**src/design/lcd_settings.svh**
```systemverilog
`ifndef LCD_SETTINGS_SVH
`define LCD_SETTINGS_SVH

////////////////////////////////////////////////////////////////////////////
// Bus and counter widths
////////////////////////////////////////////////////////////////////////////

`define LCD_DATA_W 4
`define LCD_DELAY_W 20

////////////////////////////////////////////////////////////////////////////
// Enable pulse timing in 50 MHz cycles
////////////////////////////////////////////////////////////////////////////

`define LCD_SETUP_CYCLES 2
`define LCD_E_PULSE_CYCLES 12
`define LCD_HOLD_CYCLES 1
`define LCD_NIBBLE_GAP 50

////////////////////////////////////////////////////////////////////////////
// Settle delays after each step
////////////////////////////////////////////////////////////////////////////

// 15 ms power-up
`define LCD_POWER_UP_WAIT 750000
`define LCD_WAKE1_WAIT 205000
`define LCD_WAKE2_WAIT 5000
`define LCD_CMD_WAIT 2000
// Clear needs 1.64 ms
`define LCD_CLEAR_WAIT 82000

// Power-on table and screen sizes
`define LCD_INIT_STEPS 9
`define LCD_SCREEN_MAX 34
`define LCD_INDEX_W 6

`endif

```
**src/design/lcd_pkg.sv**
```systemverilog
`include "lcd_settings.svh"

package lcd_pkg;

	////////////////////////////////////////////////////////////////////////////
	// Steps handed to the bus writer
	////////////////////////////////////////////////////////////////////////////

	typedef enum logic [1:0] {
		STEP_WAIT,
		STEP_NIBBLE,
		STEP_BYTE
	} step_kind_t;

	// Nibble steps use payload[3:0] only
	typedef struct packed {
		step_kind_t kind;
		logic rs;
		logic [7:0] payload;
		logic [`LCD_DELAY_W-1:0] post_wait;
	} lcd_step_t;

	////////////////////////////////////////////////////////////////////////////
	// Pins and screens
	////////////////////////////////////////////////////////////////////////////

	typedef struct packed {
		logic e;
		logic rs;
		logic [`LCD_DATA_W-1:0] data;
	} lcd_bus_t;

	typedef enum logic [1:0] {
		SCREEN_TITLE,
		SCREEN_TWO,
		SCREEN_THREE,
		SCREEN_FOUR
	} screen_t;

endpackage

```
**src/design/lcd_delay_timer.sv**
```systemverilog
`timescale 1ns/1ns

`include "lcd_settings.svh"

module lcd_delay_timer (
	input logic clk,
	input logic reset,
	input logic load,
	input logic [`LCD_DELAY_W-1:0] count,
	output logic expired
);

	logic [`LCD_DELAY_W-1:0] remaining;

	// Loading count-1 lets expired rise count cycles after load
	always_ff @(posedge clk) begin
		if (reset) begin
			remaining <= '0;
		end
		else if (load) begin
			remaining <= count - 1'b1;
		end
		else if (remaining != '0) begin
			remaining <= remaining - 1'b1;
		end
	end

	// Stays high until the next load
	assign expired = (remaining == '0);

	// A zero count would wrap to the full range
	assert property (@(posedge clk) disable iff (reset)
		load |-> count != '0)
		else $error("delay timer loaded with zero count");

endmodule

```
**src/design/lcd_bus_writer.sv**
```systemverilog
`timescale 1ns/1ns

`include "lcd_settings.svh"

module lcd_bus_writer import lcd_pkg::*; (
	input logic clk,
	input logic reset,
	input lcd_step_t step,
	input logic step_start,
	output logic step_done,
	output lcd_bus_t lcd
);

	localparam logic [`LCD_DELAY_W-1:0] SETUP_WAIT = `LCD_DELAY_W'(`LCD_SETUP_CYCLES);
	localparam logic [`LCD_DELAY_W-1:0] PULSE_WAIT = `LCD_DELAY_W'(`LCD_E_PULSE_CYCLES);
	localparam logic [`LCD_DELAY_W-1:0] HOLD_WAIT = `LCD_DELAY_W'(`LCD_HOLD_CYCLES);
	localparam logic [`LCD_DELAY_W-1:0] GAP_WAIT = `LCD_DELAY_W'(`LCD_NIBBLE_GAP);

	typedef enum logic [2:0] {
		PH_IDLE,
		PH_SETUP,
		PH_PULSE,
		PH_HOLD,
		PH_GAP,
		PH_POST
	} phase_t;

	phase_t phase;
	lcd_step_t cur;
	logic low_half;

	logic load;
	logic [`LCD_DELAY_W-1:0] count;
	logic expired;

	lcd_delay_timer timer (
		.clk(clk),
		.reset(reset),
		.load(load),
		.count(count),
		.expired(expired)
	);

	////////////////////////////////////////////////////////////////////////////
	// Timer reload on every phase change
	////////////////////////////////////////////////////////////////////////////

	always_comb begin
		load = 1'b0;
		count = SETUP_WAIT;
		case (phase)
			PH_IDLE: begin
				if (step_start) begin
					load = 1'b1;
					count = (step.kind == STEP_WAIT) ? step.post_wait : SETUP_WAIT;
				end
			end
			PH_SETUP: begin
				load = expired;
				count = PULSE_WAIT;
			end
			PH_PULSE: begin
				load = expired;
				count = HOLD_WAIT;
			end
			PH_HOLD: begin
				load = expired;
				// Upper nibble of a byte is followed by the gap
				if (cur.kind == STEP_BYTE && !low_half) begin
					count = GAP_WAIT;
				end
				else begin
					count = cur.post_wait;
				end
			end
			PH_GAP: begin
				load = expired;
				count = SETUP_WAIT;
			end
			default: begin
				load = 1'b0;
			end
		endcase
	end

	always_ff @(posedge clk) begin
		if (phase == PH_IDLE && step_start) begin
			cur <= step;
		end
	end

	always_ff @(posedge clk) begin
		if (reset) begin
			phase <= PH_IDLE;
			low_half <= 1'b0;
			step_done <= 1'b0;
			lcd <= '0;
		end
		else begin
			step_done <= 1'b0;
			case (phase)
				PH_IDLE: begin
					if (step_start) begin
						low_half <= 1'b0;
						if (step.kind == STEP_WAIT) begin
							phase <= PH_POST;
						end
						else begin
							lcd.rs <= step.rs;
							lcd.data <= (step.kind == STEP_BYTE) ? step.payload[7:4]
								: step.payload[3:0];
							phase <= PH_SETUP;
						end
					end
				end
				PH_SETUP: begin
					if (expired) begin
						lcd.e <= 1'b1;
						phase <= PH_PULSE;
					end
				end
				PH_PULSE: begin
					if (expired) begin
						lcd.e <= 1'b0;
						phase <= PH_HOLD;
					end
				end
				PH_HOLD: begin
					if (expired) begin
						phase <= (cur.kind == STEP_BYTE && !low_half) ? PH_GAP : PH_POST;
					end
				end
				PH_GAP: begin
					if (expired) begin
						lcd.data <= cur.payload[3:0];
						low_half <= 1'b1;
						phase <= PH_SETUP;
					end
				end
				default: begin
					if (expired) begin
						step_done <= 1'b1;
						phase <= PH_IDLE;
					end
				end
			endcase
		end
	end

	// LCD latches on the falling edge of e
	assert property (@(posedge clk) disable iff (reset)
		$past(lcd.e) |-> $stable({lcd.rs, lcd.data}))
		else $error("rs or data moved while e was high");

	assert property (@(posedge clk) disable iff (reset)
		step_start |-> phase == PH_IDLE)
		else $error("step_start while a step is in flight");

endmodule

```
**src/design/lcd_screen_rom.sv**
```systemverilog
`timescale 1ns/1ns

`include "lcd_settings.svh"

module lcd_screen_rom import lcd_pkg::*; (
	input screen_t screen,
	input logic [`LCD_INDEX_W-1:0] index,
	output lcd_step_t entry,
	output logic last
);

	localparam int LINE_LEN = 16;
	localparam int DIGIT_LEN = 2;
	localparam logic [7:0] CMD_HOME = 8'h02;
	localparam logic [7:0] CMD_LINE2 = 8'hC0;
	localparam logic [8*LINE_LEN-1:0] TITLE_TOP = " BinToDec Spele ";
	localparam logic [8*LINE_LEN-1:0] TITLE_BOTTOM = "<Sakt           ";

	logic [3:0] col;
	logic [7:0] digit;

	function automatic lcd_step_t make_byte(input logic rs, input logic [7:0] value);
		lcd_step_t s;
		s.kind = STEP_BYTE;
		s.rs = rs;
		s.payload = value;
		s.post_wait = `LCD_DELAY_W'(`LCD_CMD_WAIT);
		return s;
	endfunction

	// Screen n shows digit n+1
	assign digit = 8'h30 + 8'(screen) + 8'd1;

	always_comb begin
		col = '0;
		entry = make_byte(1'b1, " ");
		last = 1'b0;
		case (screen)
			SCREEN_TITLE: begin
				last = (index == `LCD_SCREEN_MAX - 1);
				if (index == 0) begin
					entry = make_byte(1'b0, CMD_HOME);
				end
				else if (index <= LINE_LEN) begin
					col = 4'(index - 1);
					entry = make_byte(1'b1, TITLE_TOP[8*(LINE_LEN-1-col) +: 8]);
				end
				else if (index == LINE_LEN + 1) begin
					entry = make_byte(1'b0, CMD_LINE2);
				end
				else begin
					col = 4'(index - (LINE_LEN + 2));
					entry = make_byte(1'b1, TITLE_BOTTOM[8*(LINE_LEN-1-col) +: 8]);
				end
			end
			default: begin
				last = (index == DIGIT_LEN - 1);
				if (index == 0) begin
					entry = make_byte(1'b0, CMD_HOME);
				end
				else begin
					entry = make_byte(1'b1, digit);
				end
			end
		endcase
	end

endmodule

```
**src/design/lcd_sequencer.sv**
```systemverilog
`timescale 1ns/1ns

`include "lcd_settings.svh"

module lcd_sequencer import lcd_pkg::*; (
	input logic clk,
	input logic reset,
	input screen_t game_state,
	output lcd_step_t step,
	output logic step_start,
	input logic step_done,
	output screen_t screen,
	output logic [`LCD_INDEX_W-1:0] index,
	input lcd_step_t rom_entry,
	input logic rom_last
);

	typedef enum logic [2:0] {
		SQ_BOOT,
		SQ_INIT,
		SQ_LOAD,
		SQ_STREAM,
		SQ_IDLE
	} seq_state_t;

	seq_state_t state;
	logic [3:0] init_idx;

	function automatic lcd_step_t make_step(input step_kind_t kind, input logic [7:0] value,
		input logic [`LCD_DELAY_W-1:0] wait_cycles);
		lcd_step_t s;
		s.kind = kind;
		s.rs = 1'b0;
		s.payload = value;
		s.post_wait = wait_cycles;
		return s;
	endfunction

	////////////////////////////////////////////////////////////////////////////
	// Power-on table of 4-bit mode entry and setup commands
	////////////////////////////////////////////////////////////////////////////

	function automatic lcd_step_t init_entry(input logic [3:0] n);
		case (n)
			4'd0: return make_step(STEP_WAIT, 8'h00, `LCD_DELAY_W'(`LCD_POWER_UP_WAIT));
			4'd1: return make_step(STEP_NIBBLE, 8'h03, `LCD_DELAY_W'(`LCD_WAKE1_WAIT));
			4'd2: return make_step(STEP_NIBBLE, 8'h03, `LCD_DELAY_W'(`LCD_WAKE2_WAIT));
			4'd3: return make_step(STEP_NIBBLE, 8'h03, `LCD_DELAY_W'(`LCD_CMD_WAIT));
			4'd4: return make_step(STEP_NIBBLE, 8'h02, `LCD_DELAY_W'(`LCD_CMD_WAIT));
			4'd5: return make_step(STEP_BYTE, 8'h28, `LCD_DELAY_W'(`LCD_CMD_WAIT));
			4'd6: return make_step(STEP_BYTE, 8'h06, `LCD_DELAY_W'(`LCD_CMD_WAIT));
			4'd7: return make_step(STEP_BYTE, 8'h0C, `LCD_DELAY_W'(`LCD_CMD_WAIT));
			default: return make_step(STEP_BYTE, 8'h01, `LCD_DELAY_W'(`LCD_CLEAR_WAIT));
		endcase
	endfunction

	always_ff @(posedge clk) begin
		if (reset) begin
			state <= SQ_BOOT;
			init_idx <= '0;
			step <= '0;
			step_start <= 1'b0;
			screen <= SCREEN_TITLE;
			index <= '0;
		end
		else begin
			step_start <= 1'b0;
			case (state)
				SQ_BOOT: begin
					step <= init_entry(4'd0);
					step_start <= 1'b1;
					state <= SQ_INIT;
				end
				SQ_INIT: begin
					if (step_done) begin
						if (init_idx == 4'(`LCD_INIT_STEPS - 1)) begin
							screen <= game_state;
							index <= '0;
							state <= SQ_LOAD;
						end
						else begin
							init_idx <= init_idx + 4'd1;
							step <= init_entry(init_idx + 4'd1);
							step_start <= 1'b1;
						end
					end
				end
				// ROM output follows screen and index one cycle later
				SQ_LOAD: begin
					step <= rom_entry;
					step_start <= 1'b1;
					state <= SQ_STREAM;
				end
				SQ_STREAM: begin
					if (step_done) begin
						if (game_state != screen) begin
							screen <= game_state;
							index <= '0;
							state <= SQ_LOAD;
						end
						else if (rom_last) begin
							state <= SQ_IDLE;
						end
						else begin
							index <= index + 1'b1;
							state <= SQ_LOAD;
						end
					end
				end
				default: begin
					if (game_state != screen) begin
						screen <= game_state;
						index <= '0;
						state <= SQ_LOAD;
					end
				end
			endcase
		end
	end

	// Relies on the ROM flagging the last entry of every screen
	assert property (@(posedge clk) disable iff (reset)
		index < `LCD_SCREEN_MAX)
		else $error("screen index ran past the longest screen");

endmodule

```
**src/design/lcd_controller.sv**
```systemverilog
`timescale 1ns/1ns

`include "lcd_settings.svh"

module lcd_controller import lcd_pkg::*; (
	input logic clk,
	input logic reset,
	input screen_t game_state,
	output lcd_bus_t lcd
);

	lcd_step_t step;
	logic step_start;
	logic step_done;
	screen_t screen;
	logic [`LCD_INDEX_W-1:0] index;
	lcd_step_t rom_entry;
	logic rom_last;

	lcd_sequencer sequencer (
		.clk(clk),
		.reset(reset),
		.game_state(game_state),
		.step(step),
		.step_start(step_start),
		.step_done(step_done),
		.screen(screen),
		.index(index),
		.rom_entry(rom_entry),
		.rom_last(rom_last)
	);

	lcd_screen_rom rom (
		.screen(screen),
		.index(index),
		.entry(rom_entry),
		.last(rom_last)
	);

	lcd_bus_writer writer (
		.clk(clk),
		.reset(reset),
		.step(step),
		.step_start(step_start),
		.step_done(step_done),
		.lcd(lcd)
	);

endmodule

```
**config.mk**
```make
export PLATFORM = sky130hd
export DESIGN_NAME = lcd_controller
export DESIGN_NICKNAME = d
export VERILOG_FILES = /design/src/design/lcd_pkg.sv /design/src/design/lcd_delay_timer.sv /design/src/design/lcd_bus_writer.sv /design/src/design/lcd_screen_rom.sv /design/src/design/lcd_sequencer.sv /design/src/design/lcd_controller.sv
export VERILOG_INCLUDE_DIRS = /design/src /design/src/design
export SDC_FILE = /design/constraint.sdc
export NUM_CORES = 1
export LEC_CHECK = 0
export ABC_AREA = 1
export ABC_CLOCK_PERIOD_IN_PS = 2500
export BUFFER_PORTS_ARGS = -buffer_cell sky130_fd_sc_hd__buf_2
export CAP_MARGIN = 40
export CORE_UTILIZATION = 60
export CTS_CLUSTER_SIZE = 40
export DETAILED_ROUTE_END_ITERATION = 8
export PLACE_DENSITY = 0.77
export SYNTH_ARGS = -nofsm -noshare
export SYNTH_HDL_FRONTEND = slang
export SYNTH_SLANG_ARGS = --single-unit
```
**constraint.sdc**
```tcl
create_clock -name clk -period 2.5 [get_ports clk]
set_input_delay 0.375 -clock clk [delete_from_list [all_inputs] [get_ports clk]]
set_output_delay 0.375 -clock clk [all_outputs]
set_load 0.01 [all_outputs]
```
==> results.md <==
* Final setup TNS at 0 ns
* Fin crit share at 92.38%
* DRT Pass-1 Iters at 6
* Maximum vdd drop at 0.0004709 V
* Core area at 8217 µm²
* Outcome: finished clean
* Cts-stage hold buffer count at 0
* Ranking of synthesized cells by area: dfxtp_1 27%, nand2_1 12%, edfxtp_1 11%
* Synth-to-Final Area Change at 7.854%
* Root buffer cell: clkbuf_8
* DRT iter0 DRCs at 301
* Setup bufs post-CTS at 0
* Top_reg_cell synth: dfxtp_1
* Placed cell count at 818
* IO Count at 10
* CP max-delay cell: ha_2
* Maximum clock frequency at 433.0 MHz
* Setup crit end kind: flop
* Post-synthesis cell area at 5114 µm²
* First-pass GRT wire length at 20,780 µm
* Clk sinks at 88
* CTS tree: built
* Initial antenna violation count at 0
* Number of global-route vias before repair at 4,487
* Crit path time final at 2.309 ns
* Final #Nets at 750
* Most frequent cells in the layout: 165 x nand2_1, 83 x nor2_1, 74 x inv_1
* Cell variety after synth at 49
* Crit path largest cell delay at 0.40 ns
* Largest net degree at the start of global routing at 23
* WP buf/inv at 3
* CP most frequent cell: a21oi_1
* H-Tree Depth at 3
* Sw Pwr at 2.869 mW
* DRC viols at 0
* Drt wl/cell at 15.30 µm
* Final hold violations at 0
* Worst-path clk slew at 0.11 ns
* PostCTS Resize Cnt at 0
* Yosys warning total at 0
* WHS at 0.2659 ns
* Leak at 2.432 nW
* Placer Congestion at 0.9585
* Die X at 94.32 µm
* Total global routing overflow at 0
* Flop pwr share at 32.2%
* Endpoints failing setup at 0
* Internal power at 3.176 mW
* Critical path class: flop to flop
* Initial cell density of the core at 62.24%
* Pwr/cell area at 1096 nW/µm²
* Async SR Flop Fraction at 0%
* Post-synthesis sequential area ratio at 37.97%
* Worst-Margin Slew at 0.6266 ns
* Flop and latch count out of synthesis at 88
* Gate power share at 51.4%
* Max-Cap Viols at 0
* Max_slew headroom at 57.84%
* Row cnt at 33
* Top delay family on crit path: compound AO/OA/AOI/OAI gates
* Most common cell after layout, fill and taps aside: nand2_1
* Num CTS Buffers at 9
* Post-layout util at 67.12%
* Clock share of power at 16.4%
* DR vias/cell at 5.711
* Top cell type's share of synthesized area at 27.40%
* Post-synth top area cell: dfxtp_1
* Inserted Diodes at 0
* Switching share of power at 47.45%
* Final WL at 12,760 µm
* Mapped Nets at 733
* Max FO, Critical Path at 8
* Finished Layout Cells at 834
* Die area at 8896 µm²
* Skew final at 0.01302 ns
* Die height at 94.32 µm
* Mean Syn Cell Area at 7.233 µm²
* Count of pins over their slew limit at 0
* Crit-path cells: inv_2 > ha_1 > inv_1 > ha_2 > inv_1 > a21oi_1 > nor2_1 > a21oi_1 > o31ai_1 > a31oi_1 > o21ai_0 > a21oi_1
* Clock Tree Buf Depth at 2
* RSZ-0062 raised after global routing: no
* Layout cells sized above 1 at 12.21%
* GRT Util Overall at 30.24%
* Critical Path AT at 2.60 ns
* Clk_lat worst skew at 0.37 ns
* HP Class: input port to flop
* Post-DP HPWL at 9582 µm
* CP required at 2.79 ns
* Cell count after synthesis at 707
* Critical Path Source Type: flop
* Number of synthesized flops with an enable pin at 18
* IO Port Bufs at 9
* Via count at 4,763
* Post-route ant nets at 0
registers in the layout, indices dropped and copies added, names as in the netlist:
| signal | cells |
|---|---|
| sequencer.index | 6 |
| sequencer.init_idx | 4 |
| sequencer.screen | 2 |
| sequencer.state | 3 |
| sequencer.step | 23 |
| sequencer.step_start | 1 |
| writer.cur | 18 |
| writer.lcd | 6 |
| writer.low_half | 1 |
| writer.phase | 3 |
| writer.step_done | 1 |
| writer.timer.remaining | 20 |
synth_stat cells, types with 2 or more instances:
| master | instances |
|---|---|
| nand2_2 | 7 |
| o2111ai_1 | 2 |
| o31ai_1 | 3 |
| o211ai_1 | 5 |
| o21ai_0 | 40 |
| nor2_4 | 6 |
| buf_2 | 3 |
| inv_1 | 77 |
| o221ai_1 | 3 |
| a21oi_1 | 53 |
| a31oi_1 | 6 |
| nand4_1 | 3 |
| o211a_1 | 4 |
| inv_2 | 5 |
| a221oi_1 | 5 |
| dfxtp_1 | 70 |
| edfxtp_1 | 18 |
| nand3_1 | 44 |
| nor2_1 | 84 |
| ha_1 | 22 |
| a211oi_1 | 6 |
| nand2_1 | 166 |
| nor2_2 | 11 |
| xor2_1 | 2 |
| buf_6 | 2 |
| xnor2_1 | 5 |
| nand3b_1 | 4 |
| nor3_1 | 14 |
| clkbuf_1 | 10 |
| nand2_4 | 8 |
routing by layer:
metal | GRT usage, % | wire [µm] | vias to the layer above
met3 | 5.016 | 963 | 32
met1 | 37.81 | 5446 | 2163
met2 | 50.12 | 5936 | 196
met4 | 15.26 | 410 | 0
met5 | 0 | 0 | -
li1 | - | - | 2372
logic make-up (layout without fill, tap and decap cells):
logic type,count (synthesis),in the layout,share of synthesized area (%)
AO/OA/AOI/OAI,136,136,15.86
XOR/XNOR,7,7,1.199
adder cells (fa/ha/maj),22,22,5.383
buffers and inverters,99,121,7.707
flip-flops,88,88,37.97
AND/OR/NAND/NOR,355,355,31.88
path summary, 6_finish.rpt:
path                                         start            endpoint  slack (ns)  cells after the start
worst max register to register  sequencer.index[1]  sequencer.step[25]        0.19                     12
worst min register to register  sequencer.step[20]      writer.cur[20]        0.44                      0
worst min-delay path                         reset     writer.phase[2]        0.27                      2
worst max-delay path            sequencer.index[1]  sequencer.step[25]        0.19                     12
worst reg2reg max path, delay by kind of cell (launching register included):
kind                       cells  cell delay (ns)
and+or+nand+nor                1             0.07
AOI/OAI and AO/OA              6             0.86
DFF                            1             0.38
adders and majority gates      2             0.59
buffers and inverters          3             0.36
per-stage QoR:
| stage | cell area [µm²] | setup slack, ns | power, mW |
|---|---|---|---|
| finish | 5515 | 0.1906 | 6.045 |
| CTS | 5497 | 0.1147 | 5.983 |
| global placement | 5305 | 0.1863 | 4.929 |
| global route | 5515 | 0.002352 | 6.494 |
| floorplan | 5114 | 0.1965 | 4.339 |
| detailed placement | 5305 | 0.1562 | 4.990 |
power groups by stage:
| stage | logic, mW | registers, mW | clock network [mW] |
|---|---|---|---|
| 2_1_floorplan | 2.41 | 1.93 | 0 |
| 3_3_place_gp | 2.97 | 1.96 | 0 |
| 3_5_place_dp | 3.02 | 1.97 | 0 |
| 4_1_cts | 3.04 | 1.94 | 1.01 |
| 5_1_grt | 3.46 | 1.97 | 1.07 |
| 6_report | 3.10 | 1.95 | 0.993 |
final cells by class:
cell class                      instances  area, µm²
Tap cell                              105      131.4
Multi-Input combinational cell        520       2790
Timing Repair Buffer                   22      146.4
Clock buffer                            9      123.9
Inverter                               83      311.5
Sequential cell                        88       1944
Fill cell                             688       2701
Clock inverter                          7      67.56
Note: power is estimated with default switching activity, not from simulation.
